## config.mk

```make
export PLATFORM = sky130hd
export DESIGN_NAME = id_stage
export DESIGN_NICKNAME = d
export VERILOG_FILES = /design/src/hdl/decode_pkg.sv /design/src/hdl/inst_decoder.sv /design/src/hdl/regfile.sv /design/src/hdl/operand_bypass.sv /design/src/hdl/branch_unit.sv /design/src/hdl/id_stage.sv
export SDC_FILE = /design/constraint.sdc
export NUM_CORES = 2
export LEC_CHECK = 0
export BUFFER_PORTS_ARGS = -buffer_cell sky130_fd_sc_hd__buf_4
export CAP_MARGIN = 20
export CORE_UTILIZATION = 40
export DETAILED_ROUTE_END_ITERATION = 8
export GPL_TIMING_DRIVEN = 0
export SYNTH_ARGS = -nofsm -noshare
export SYNTH_HDL_FRONTEND = slang
export SYNTH_SLANG_ARGS = --single-unit
```

## constraint.sdc

```tcl
create_clock -name clk -period 6.8 [get_ports clk]
set_input_delay 0.34 -clock clk [delete_from_list [all_inputs] [get_ports clk]]
set_output_delay 0.34 -clock clk [all_outputs]
set_load 0.03 [all_outputs]
```

## src/hdl/decode_pkg.sv

```systemverilog
package decode_pkg;

    typedef logic [31:0] word_t;
    typedef logic [4:0]  reg_addr_t;
    typedef logic [15:0] imm_t;
    typedef logic [11:0] alu_op_t;
    typedef logic [2:0]  br_kind_t;

    // one-hot alu operation bit positions
    localparam int ALU_ADD  = 0;
    localparam int ALU_SUB  = 1;
    localparam int ALU_SLT  = 2;
    localparam int ALU_SLTU = 3;
    localparam int ALU_AND  = 4;
    localparam int ALU_NOR  = 5;
    localparam int ALU_OR   = 6;
    localparam int ALU_XOR  = 7;
    localparam int ALU_SLL  = 8;
    localparam int ALU_SRL  = 9;
    localparam int ALU_SRA  = 10;
    localparam int ALU_LUI  = 11;

    localparam br_kind_t BR_NONE = 3'd0;
    localparam br_kind_t BR_BEQ  = 3'd1;
    localparam br_kind_t BR_BNE  = 3'd2;
    localparam br_kind_t BR_J    = 3'd3;
    localparam br_kind_t BR_JAL  = 3'd4;
    localparam br_kind_t BR_JR   = 3'd5;

    // primary opcodes
    localparam logic [5:0] OP_SPECIAL = 6'h00;
    localparam logic [5:0] OP_J       = 6'h02;
    localparam logic [5:0] OP_JAL     = 6'h03;
    localparam logic [5:0] OP_BEQ     = 6'h04;
    localparam logic [5:0] OP_BNE     = 6'h05;
    localparam logic [5:0] OP_ADDIU   = 6'h09;
    localparam logic [5:0] OP_LUI     = 6'h0f;
    localparam logic [5:0] OP_LW      = 6'h23;
    localparam logic [5:0] OP_SW      = 6'h2b;

    // function codes under OP_SPECIAL
    localparam logic [5:0] FN_SLL  = 6'h00;
    localparam logic [5:0] FN_SRL  = 6'h02;
    localparam logic [5:0] FN_SRA  = 6'h03;
    localparam logic [5:0] FN_JR   = 6'h08;
    localparam logic [5:0] FN_ADDU = 6'h21;
    localparam logic [5:0] FN_SUBU = 6'h23;
    localparam logic [5:0] FN_AND  = 6'h24;
    localparam logic [5:0] FN_OR   = 6'h25;
    localparam logic [5:0] FN_XOR  = 6'h26;
    localparam logic [5:0] FN_NOR  = 6'h27;
    localparam logic [5:0] FN_SLT  = 6'h2a;
    localparam logic [5:0] FN_SLTU = 6'h2b;

    localparam reg_addr_t REG_ZERO = 5'd0;
    localparam reg_addr_t REG_RA   = 5'd31;

    localparam word_t PC_STEP = 32'd4;

    typedef struct packed {
        word_t pc;
        word_t inst;
    } fs_to_ds_t;

    // one forwarding source from execute, memory or writeback
    typedef struct packed {
        logic      valid;
        logic      gr_we;
        logic      is_load;
        reg_addr_t addr;
        word_t     value;
    } fw_src_t;

    typedef struct packed {
        logic      we;
        reg_addr_t addr;
        word_t     data;
    } rf_write_t;

    typedef struct packed {
        alu_op_t   alu_op;
        logic      load_op;
        logic      src1_is_sa;
        logic      src1_is_pc;
        logic      src2_is_imm;
        logic      src2_is_8;
        logic      gr_we;
        logic      mem_we;
        reg_addr_t dest;
        imm_t      imm;
    } ds_ctrl_t;

    typedef struct packed {
        ds_ctrl_t ctrl;
        word_t    rs_value;
        word_t    rt_value;
        word_t    pc;
    } ds_to_es_t;

    typedef struct packed {
        logic  ready;
        logic  taken;
        word_t target;
    } br_t;

endpackage

```

## src/hdl/inst_decoder.sv

```systemverilog
`timescale 1ns/1ps

module inst_decoder import decode_pkg::*; (
    input  word_t       inst,
    output ds_ctrl_t    ctrl,
    output reg_addr_t   rs,
    output reg_addr_t   rt,
    output logic [25:0] jidx,
    output br_kind_t    br_kind
);

    logic [5:0] op;
    logic [5:0] func;
    reg_addr_t  rd;
    logic [4:0] sa;
    logic       is_special;

    logic inst_addu, inst_subu, inst_slt, inst_sltu;
    logic inst_and, inst_or, inst_xor, inst_nor;
    logic inst_sll, inst_srl, inst_sra;
    logic inst_addiu, inst_lui, inst_lw, inst_sw;
    logic inst_beq, inst_bne, inst_j, inst_jal, inst_jr;
    logic inst_known;
    logic dst_is_rt;

    assign op   = inst[31:26];
    assign rs   = inst[25:21];
    assign rt   = inst[20:16];
    assign rd   = inst[15:11];
    assign sa   = inst[10:6];
    assign func = inst[5:0];
    assign jidx = inst[25:0];

    assign is_special = (op == OP_SPECIAL);

    // three-register forms need a zero shift amount
    assign inst_addu = is_special && func == FN_ADDU && sa == 5'd0;
    assign inst_subu = is_special && func == FN_SUBU && sa == 5'd0;
    assign inst_slt  = is_special && func == FN_SLT  && sa == 5'd0;
    assign inst_sltu = is_special && func == FN_SLTU && sa == 5'd0;
    assign inst_and  = is_special && func == FN_AND  && sa == 5'd0;
    assign inst_or   = is_special && func == FN_OR   && sa == 5'd0;
    assign inst_xor  = is_special && func == FN_XOR  && sa == 5'd0;
    assign inst_nor  = is_special && func == FN_NOR  && sa == 5'd0;

    // shifts by constant leave rs empty
    assign inst_sll  = is_special && func == FN_SLL && rs == REG_ZERO;
    assign inst_srl  = is_special && func == FN_SRL && rs == REG_ZERO;
    assign inst_sra  = is_special && func == FN_SRA && rs == REG_ZERO;

    assign inst_jr   = is_special && func == FN_JR && rt == REG_ZERO
                       && rd == REG_ZERO && sa == 5'd0;

    assign inst_addiu = (op == OP_ADDIU);
    assign inst_lui   = (op == OP_LUI) && rs == REG_ZERO;
    assign inst_lw    = (op == OP_LW);
    assign inst_sw    = (op == OP_SW);
    assign inst_beq   = (op == OP_BEQ);
    assign inst_bne   = (op == OP_BNE);
    assign inst_j     = (op == OP_J);
    assign inst_jal   = (op == OP_JAL);

    assign inst_known = inst_addu | inst_subu | inst_slt | inst_sltu | inst_and
                      | inst_or | inst_xor | inst_nor | inst_sll | inst_srl
                      | inst_sra | inst_addiu | inst_lui | inst_lw | inst_sw
                      | inst_beq | inst_bne | inst_j | inst_jal | inst_jr;

    // i-type writers target rt
    assign dst_is_rt = inst_addiu | inst_lui | inst_lw;

    always_comb begin
        ctrl = '0;
        ctrl.alu_op[ALU_ADD]  = inst_addu | inst_addiu | inst_lw | inst_sw | inst_jal;
        ctrl.alu_op[ALU_SUB]  = inst_subu;
        ctrl.alu_op[ALU_SLT]  = inst_slt;
        ctrl.alu_op[ALU_SLTU] = inst_sltu;
        ctrl.alu_op[ALU_AND]  = inst_and;
        ctrl.alu_op[ALU_NOR]  = inst_nor;
        ctrl.alu_op[ALU_OR]   = inst_or;
        ctrl.alu_op[ALU_XOR]  = inst_xor;
        ctrl.alu_op[ALU_SLL]  = inst_sll;
        ctrl.alu_op[ALU_SRL]  = inst_srl;
        ctrl.alu_op[ALU_SRA]  = inst_sra;
        ctrl.alu_op[ALU_LUI]  = inst_lui;

        ctrl.load_op     = inst_lw;
        ctrl.src1_is_sa  = inst_sll | inst_srl | inst_sra;
        // jal computes pc + 8 as its link value
        ctrl.src1_is_pc  = inst_jal;
        ctrl.src2_is_8   = inst_jal;
        ctrl.src2_is_imm = inst_addiu | inst_lui | inst_lw | inst_sw;
        ctrl.mem_we      = inst_sw;
        ctrl.gr_we       = inst_known & ~(inst_sw | inst_beq | inst_bne | inst_j | inst_jr);

        if (inst_known) begin
            ctrl.imm  = inst[15:0];
            ctrl.dest = inst_jal  ? REG_RA :
                        dst_is_rt ? rt     :
                                    rd;
        end
    end

    always_comb begin
        br_kind = BR_NONE;
        if (inst_beq) br_kind = BR_BEQ;
        if (inst_bne) br_kind = BR_BNE;
        if (inst_j)   br_kind = BR_J;
        if (inst_jal) br_kind = BR_JAL;
        if (inst_jr)  br_kind = BR_JR;
    end

endmodule

```

## src/hdl/regfile.sv

```systemverilog
`timescale 1ns/1ps

module regfile import decode_pkg::*; (
    input  logic      clk,
    input  reg_addr_t raddr1,
    output word_t     rdata1,
    input  reg_addr_t raddr2,
    output word_t     rdata2,
    input  rf_write_t wr
);

    word_t mem [32];

    // register 0 is never written
    always_ff @(posedge clk) begin
        if (wr.we && wr.addr != REG_ZERO) begin
            mem[wr.addr] <= wr.data;
        end
    end

    // zero slot has no defined contents, so force it on read
    assign rdata1 = (raddr1 == REG_ZERO) ? '0 : mem[raddr1];
    assign rdata2 = (raddr2 == REG_ZERO) ? '0 : mem[raddr2];

endmodule

```

## src/hdl/operand_bypass.sv

```systemverilog
`timescale 1ns/1ps

module operand_bypass import decode_pkg::*; (
    input  reg_addr_t raddr1,
    input  reg_addr_t raddr2,
    input  word_t     rf_rdata1,
    input  word_t     rf_rdata2,
    input  fw_src_t   es_fw,
    input  fw_src_t   ms_fw,
    input  fw_src_t   ws_fw,
    output word_t     rs_value,
    output word_t     rt_value,
    output logic      stall
);

    logic es_load_hit;

    // true when a source writes the register being read
    function automatic logic hits(fw_src_t src, reg_addr_t addr);
        return src.valid && src.gr_we && src.addr == addr;
    endfunction

    // youngest producer wins; a load in execute has no value yet
    function automatic word_t pick(reg_addr_t addr, word_t rf_val,
                                   fw_src_t es, fw_src_t ms, fw_src_t ws);
        word_t val;
        if (addr == REG_ZERO)
            val = '0;
        else if (hits(es, addr) && !es.is_load)
            val = es.value;
        else if (hits(ms, addr))
            val = ms.value;
        else if (hits(ws, addr))
            val = ws.value;
        else
            val = rf_val;
        return val;
    endfunction

    assign rs_value = pick(raddr1, rf_rdata1, es_fw, ms_fw, ws_fw);
    assign rt_value = pick(raddr2, rf_rdata2, es_fw, ms_fw, ws_fw);

    // load-use: wait one cycle for the load to reach memory stage
    assign es_load_hit = es_fw.valid && es_fw.is_load && es_fw.addr != REG_ZERO;
    assign stall = es_load_hit && (es_fw.addr == raddr1 || es_fw.addr == raddr2);

endmodule

```

## src/hdl/branch_unit.sv

```systemverilog
`timescale 1ns/1ps

module branch_unit import decode_pkg::*; (
    input  br_kind_t    br_kind,
    input  word_t       rs_value,
    input  word_t       rt_value,
    input  imm_t        imm,
    input  logic [25:0] jidx,
    input  word_t       pc,
    output logic        taken,
    output word_t       target
);

    word_t pc_next;
    word_t br_offset;
    logic  rs_eq_rt;

    // decode pc + 4 is the delay slot address
    assign pc_next   = pc + PC_STEP;
    assign br_offset = {{14{imm[15]}}, imm, 2'b00};
    assign rs_eq_rt  = (rs_value == rt_value);

    always_comb begin
        case (br_kind)
            BR_BEQ:               taken = rs_eq_rt;
            BR_BNE:               taken = !rs_eq_rt;
            BR_J, BR_JAL, BR_JR:  taken = 1'b1;
            default:              taken = 1'b0;
        endcase
    end

    always_comb begin
        case (br_kind)
            BR_J, BR_JAL: target = {pc_next[31:28], jidx, 2'b00};
            BR_JR:        target = rs_value;
            default:      target = pc_next + br_offset;
        endcase
    end

endmodule

```

## src/hdl/id_stage.sv

```systemverilog
`timescale 1ns/1ps

module id_stage import decode_pkg::*; (
    input  logic      clk,
    input  logic      reset,

    input  logic      fs_to_ds_valid,
    input  fs_to_ds_t fs_to_ds,
    output logic      ds_allowin,

    input  logic      es_allowin,
    output logic      ds_to_es_valid,
    output ds_to_es_t ds_to_es,

    // forwarding from later stages
    input  fw_src_t   es_fw,
    input  fw_src_t   ms_fw,
    input  fw_src_t   ws_fw,

    input  rf_write_t ws_to_rf,
    output br_t       br
);

    logic        ds_valid;
    logic        ds_ready_go;
    fs_to_ds_t   ds_buf;

    ds_ctrl_t    ctrl;
    reg_addr_t   rs;
    reg_addr_t   rt;
    logic [25:0] jidx;
    br_kind_t    br_kind;

    word_t       rf_rdata1;
    word_t       rf_rdata2;
    word_t       rs_value;
    word_t       rt_value;
    logic        stall;

    logic        br_taken;
    word_t       br_target;

    assign ds_ready_go    = !stall;
    assign ds_allowin     = !ds_valid || (ds_ready_go && es_allowin);
    assign ds_to_es_valid = ds_valid && ds_ready_go;

    // empties when nothing new arrives while the old one leaves
    always_ff @(posedge clk) begin
        if (reset) begin
            ds_valid <= 1'b0;
        end else if (ds_allowin) begin
            ds_valid <= fs_to_ds_valid;
        end
    end

    always_ff @(posedge clk) begin
        if (fs_to_ds_valid && ds_allowin) begin
            ds_buf <= fs_to_ds;
        end
    end

    inst_decoder u_decoder (
        .inst    (ds_buf.inst),
        .ctrl    (ctrl),
        .rs      (rs),
        .rt      (rt),
        .jidx    (jidx),
        .br_kind (br_kind)
    );

    regfile u_regfile (
        .clk    (clk),
        .raddr1 (rs),
        .rdata1 (rf_rdata1),
        .raddr2 (rt),
        .rdata2 (rf_rdata2),
        .wr     (ws_to_rf)
    );

    operand_bypass u_bypass (
        .raddr1    (rs),
        .raddr2    (rt),
        .rf_rdata1 (rf_rdata1),
        .rf_rdata2 (rf_rdata2),
        .es_fw     (es_fw),
        .ms_fw     (ms_fw),
        .ws_fw     (ws_fw),
        .rs_value  (rs_value),
        .rt_value  (rt_value),
        .stall     (stall)
    );

    branch_unit u_branch (
        .br_kind  (br_kind),
        .rs_value (rs_value),
        .rt_value (rt_value),
        .imm      (ctrl.imm),
        .jidx     (jidx),
        .pc       (ds_buf.pc),
        .taken    (br_taken),
        .target   (br_target)
    );

    assign ds_to_es.ctrl     = ctrl;
    assign ds_to_es.rs_value = rs_value;
    assign ds_to_es.rt_value = rt_value;
    assign ds_to_es.pc       = ds_buf.pc;

    // fetch ignores taken/target until the operands are settled
    assign br.ready  = ds_ready_go;
    assign br.taken  = ds_valid && br_taken;
    assign br.target = br_target;

endmodule

```

== Word-level counts from Yosys, hierarchy flattened ==
Memory sizes are Yosys's and may differ from the RTL's. A register that Yosys moved wholly into a read port is not among the register bits.
Cells that the tools add are included.

* $add $sub $neg: 2
* Reductions and logical operators: 62
* Bitwise operators: 34
* Equality and inequality tests: 31
* Mux-type cells: 22

{| class="wikitable"
|+ Operators with widths
! cell !! count
|-
| $mux 32 || 8
|-
| $pmux 32 s2 || 1
|-
| $eq 6x6->1 const B || 10
|-
| $logic_and 1x1->1 || 46
|-
| $add 32x3->32 const B || 1
|-
| $add 32x32->32 || 1
|-
| $eq 32x32->1 || 1
|-
| $or 1x1->1 || 32
|-
| $eq 5x5->1 || 6
|-
| $eq 6x2->1 const B || 4
|-
| $mux 21 || 1
|-
| $logic_not 5->1 || 4
|-
| $mux 5 || 4
|-
| $eq 6x4->1 const B || 3
|-
| $eq 6x3->1 const B || 2
|-
| $logic_not 6->1 || 2
|-
| $reduce_bool 5->1 || 2
|-
| $eq 3x2->1 const B || 2
|-
| $eq 3x3->1 const B || 2
|-
| $mux 3 || 2
|-
| $logic_not 1->1 || 4
|-
| $mux 2 || 2
|-
| $eq 3x1->1 const B || 1
|-
| $mux 1 || 3
|-
| other kinds (6) || 7
|}

* Register bits after elaboration: 65
* Input bits: 226
* Memories kept: 1
* Bits in writable memories: 1,024
* Word-level logic and storage cells: 155
* Output and inout bits: 172

{| class="wikitable"
|+ Memories
! name !! depth !! width !! read ports !! clocked after memory_dff !! wr ports !! line !! source
|-
| u_regfile.mem || 32 || 32 || 2 || 2 || 1 || regfile.sv:12 || <nowiki>word_t mem [32];</nowiki>
|}

== Longest topological paths before layout ==
* Word-level depth: 25
* Depth in mapped cells: 25
* Gate-level depth less buffers: 22

== Modules after synthesis ==
Synthesis repeated with hierarchy kept, for this count alone.

* Cell total of the unflattened synthesis: 3,669
* Area total of the unflattened synthesis: 57,441.3 um^2

{| class="wikitable"
|+ By module, submodules not included
! module !! sequential area each (um^2) !! times used !! area each (um^2) !! cells an instance
|-
| regfile || 30,749.5 || 1 || 47,929.7 || 2,564
|-
| branch_unit || 0.0 || 1 || 3,047.9 || 440
|-
| operand_bypass || 0.0 || 1 || 2,984.1 || 393
|-
| id_stage || 1,941.9 || 1 || 2,260.9 || 107
|-
| inst_decoder || 0.0 || 1 || 1,218.7 || 165
|}

== Least setup slack after synthesis ==
OpenSTA, ideal clock, no wires.

* Path kind: register -> output
* Start point: register ds_buf[10] (netlist name)
* End point: output port br[31] (netlist name)
* Path buffers: 2
* Required time: 6.460 ns
* Cell stages (with the launch flop): 22
* Slack: 0.764 ns
* Data arrival time: 5.696 ns
* Cell sequence: edfxtp_1 -> or4_1 -> or3_1 -> or3b_2 -> clkbuf_1 -> nor2_1 -> nor4_1 -> clkbuf_1 -> nor2b_1 -> ha_1 -> and3_1 -> a221oi_1 -> nor2b_1 -> a41oi_1 -> o31ai_1 -> a21o_1 -> and4_1 -> a31oi_1 -> a21oi_1 -> xor2_1 -> mux2i_1 -> o21ai_0

{| class="wikitable"
|+ RTL lines
! element !! line !! source
|-
| from (decl) || id_stage.sv:26 || <nowiki>fs_to_ds_t ds_buf;</nowiki>
|-
| from (signal assigned) || id_stage.sv:58 || <nowiki>ds_buf <= fs_to_ds;</nowiki>
|-
| to (decl) || id_stage.sv:21 || <nowiki>output br_t br</nowiki>
|}

==> run_results.csv <==
group,metric,value,unit
synth,synth_top_family_by_area,"multiplexers",
worst_setup_path,r2r-start,"ds_buf[18]",
timing,fin_crit_sh,101.6,%
worst_setup_path,critical_path_class,"reg2out",
pwr,powerDensity,259.5,nW/um^2
synth,synth-xor-area-share,1.696,%
worst_setup_path,rr_worst_depth,11,
grt,grt_max_degree,62,
cts,cts_buffers,115,
floorplanning,coreArea,137800,sq um
placement,place_hpwl,193.6,mm
synth,synth_cell_type_count,89,
worst_hold_path,hold_path_depth,3,
floorplanning,dieHeight,375.4,microns
grt,grt-ovfl-total,0,
worst_setup_path,cp.required,6.46,ns
worst_setup_path,timing.critical_path.slowest_stage_cell,"mux2i_1",
timing,hold_viol,0,
finish,final_core_util,49.60,%
worst_setup_path,reg2reg_slack,3.65,ns
synth,yosysSeqAreaShare,58.98,%
cts,clkTransAtPathRegs,0.06,ns
worst_setup_path,critPathBufInv,6,
synth,synth_top_area_share,58.59,%
worst_hold_path,min_path_type,"in2reg",
cts,cts.sinks,1099,
synth,synth_adder_area_share,0.7090,%
timing,period_needed,6.908,ns
timing,holdWs,0.05617,ns
timing,rsz0062_at_grt,"yes",
synth,muxShareOfSynthArea,23.50,%
grt,grt_pass1_wl,350.9,mm
floorplanning,rows,136,
cts,htree_num_levels,3,
synth,synth_top_area_cell,"edfxtp_1",
timing,finalMaxSlewViolations,0,
worst_setup_path,cp.arrival,6.57,ns
worst_setup_path,cp_top_family,"buffers and inverters",
route,vias,41697,
synth,synthArstFlopShare,0,%
worst_setup_path,cp.depth,14,
timing,worstMarginPinSlew,1.331,ns
status,violations,"negative setup slack",
route,wl_per_cell,44.38,microns
placement,portBuffers,395,
cts,cts_root_buf,"clkbuf_16",
synth,synth_cells,3365,
timing,slew_headroom,11.00,%
worst_setup_path,path_cells,"buf_2, buf_2, buf_1, buf_8, clkbuf_2, mux4_2, mux2i_1, a21oi_1, xnor2_1, nand4b_1, nor4_2, xor2_1, a21oi_1, buf_4",
synth,yosys-top-cells-area,"edfxtp_1 (59%), mux4_2 (18%), mux2i_1 (4.0%), buf_4 (1.2%), a22oi_1 (1.2%)",
finish,layout.nets,4377,
synth,avgSynthCellArea,16.57,sq um
floorplanning,dieWidth,375.4,microns
cts,clockBufferDepth,3,
synth,ys_ff_latch,1099,
timing,layout_setup_ws,-0.1081,ns
timing,fin_skew,0.01823,ns
route,routed_wl,267.3,mm
worst_setup_path,endpoint,"br[32]",
worst_setup_path,end_kind,"primary output",
worst_setup_path,crit_fanout,10,
grt,grt_pass1_vias,39673,
synth,syn_area,55770,sq um
worst_setup_path,worst_setup_path_start_kind,"flip-flop",
timing,setup_viol,1,
route,dr.first_iter.drc_count,7026,
floorplanning,fp.dieArea,140900,sq um
cts,clk-insertion-delay-late,0.75,ns
synth,synth-simple-area-share,5.190,%
worst_setup_path,crit_path_max_incr_delay,0.83,ns
route,detail-route-antenna-nets,0,
pwr,max-vdd-ir-drop,0.0002346,V
route,via_per_inst,6.922,
route,post-route-drc-count,0,
flow_run,drv_cap,0,
finish,syn2layout_area_growth,22.60,%
finish,drive_above_1_share,34.77,%
timing,timing.fmax,144.8,MHz
floorplanning,initial_utilization,40.46,%
route,first_pass_iters,6,
pwr,p_leak,23.55,nW
cts,cts_tree,"built",
placement,gp_congestion,0.9783,
synth,synthFlopType,"edfxtp_1",
grt,antenna_found_initial,18,
status,status,"finished, violations left",
grt,track_usage,37.33,%
synth,synth_edf_count,1088,
synth,synth_compound_area_share,6.502,%
floorplanning,pin_count,398,
synth,synth_warnings,0,
[cell usage in the layout (no fill, tap or decap), types with 30 or more instances in the layout]
cell           instances
clkbuf_1              84
buf_4                501
nor2_1               103
conb_1                32
nor2b_1               39
buf_12                54
mux4_2               443
ha_1                  30
inv_1                 36
clkbuf_16            115
nor2_4                34
nand2_1              120
o22ai_1               38
edfxtp_1            1088
nor3_1                46
xor2_1                41
mux2i_1              222
a22oi_1               86
buf_2                 81
nand3_1               61
a21oi_1               61
xnor2_1               66
o21ai_0               80
dlygate4sd3_1         98
[worst min-delay path by stage]
stage / from / to / slack [ns]
2_1_floorplan: reset / ds_valid / 0.41
3_3_place_gp: reset / ds_valid / 0.50
3_5_place_dp: reset / ds_valid / 0.50
4_1_cts: fs_to_ds_valid / flip-flop / 0.03
5_1_grt: fs_to_ds_valid / flip-flop / 0.06
6_report: fs_to_ds_valid / flip-flop / 0.06
[routing by layer]
metal,up-vias,wire [microns],global-route usage (%),share of wire [%]
met5,-,101,0,0.038
met4,10,20510,23.95,7.7
met3,849,38740,13.75,14
met2,3992,118300,56.41,44
met1,21326,89690,45.08,34
li1,15520,-,-,-
[final cells by class]
class                   count  area [sq um]
diodes                     16         40.04
plain buffers             285          1799
clock buffers             137          2960
clock inverters            74         703.2
fillers                 11492         69460
inverters                  38         143.9
multi-input cells        1971         21570
flip-flops and latches   1099         32890
well taps                1794          2245
repair buffers            610          6017
[power by group]
part / switching, mW / internal [mW]
logic: 2.45 / 1.33
clock network: 2.87 / 3.42
registers: 0.0921 / 7.57
[logic make-up (layout without fill, tap and decap cells)]
group | Yosys count | count (layout)
AND/OR/NAND/NOR | 575 | 575
flip-flops | 1099 | 1099
other | 1 | 48
AO/OA/AOI/OAI | 511 | 511
adder cells (fa/ha/maj) | 31 | 31
buffers and inverters | 326 | 1144
multiplexers | 714 | 714
XOR/XNOR | 108 | 108
[tightest hold or removal path, stage by stage]
cell    delay, ns
buf_4        0.09
and2_1       0.16
mux2_2       0.17
[cell usage after synthesis (10+ instances only)]
cell type	count
a211oi_1	15
a21o_1	15
a21oi_1	62
a221o_1	14
a221oi_1	24
a22o_1	24
a22oi_1	86
a31oi_1	28
and2_1	11
and3_1	18
buf_1	14
buf_2	76
buf_4	91
buf_6	25
clkbuf_1	78
dfxtp_1	11
edfxtp_1	1088
ha_1	30
inv_1	36
mux2_2	23
mux2i_1	224
mux4_1	19
mux4_2	443
nand2_1	121
nand2b_1	28
nand3_1	62
nand4_1	16
nor2_1	145
nor2b_1	44
nor3_1	50
nor4_1	23
o211ai_1	18
o21ai_0	88
o221ai_1	29
o22ai_1	38
or3_1	12
or4_1	10
xnor2_1	66
xor2_1	42
[metrics by stage]
stage	setup TNS [ns]	total power [mW]	cell area [sq um]	worst slack, ns	std cells
after global routing	0	17.98	68330	0.003753	6008
final	-0.1081	17.74	68370	-0.1081	6024
after global placement	-3.283	11.27	61090	-0.7687	5585
after CTS	0	17.56	68110	0.002947	5999
after floorplan	0	9.614	55880	0.7638	3396
after detailed placement	-1.887	11.36	63350	-0.4526	5688
[flip-flops by register name (all words and copies together) (netlist names), named ones only]
name / cells
u_regfile.mem: 1024
ds_to_es: 32
ds_valid: 1
ds_buf: 32
[timing repair]
item,CTS,global route
hold buffers,98,0
endpoints found under the setup margin,25,14
setup buffers,4,6
pin swaps,3,5
resized for setup,30,43
endpoints found under the hold margin,1078,0
(Power assumes the default switching activity.)
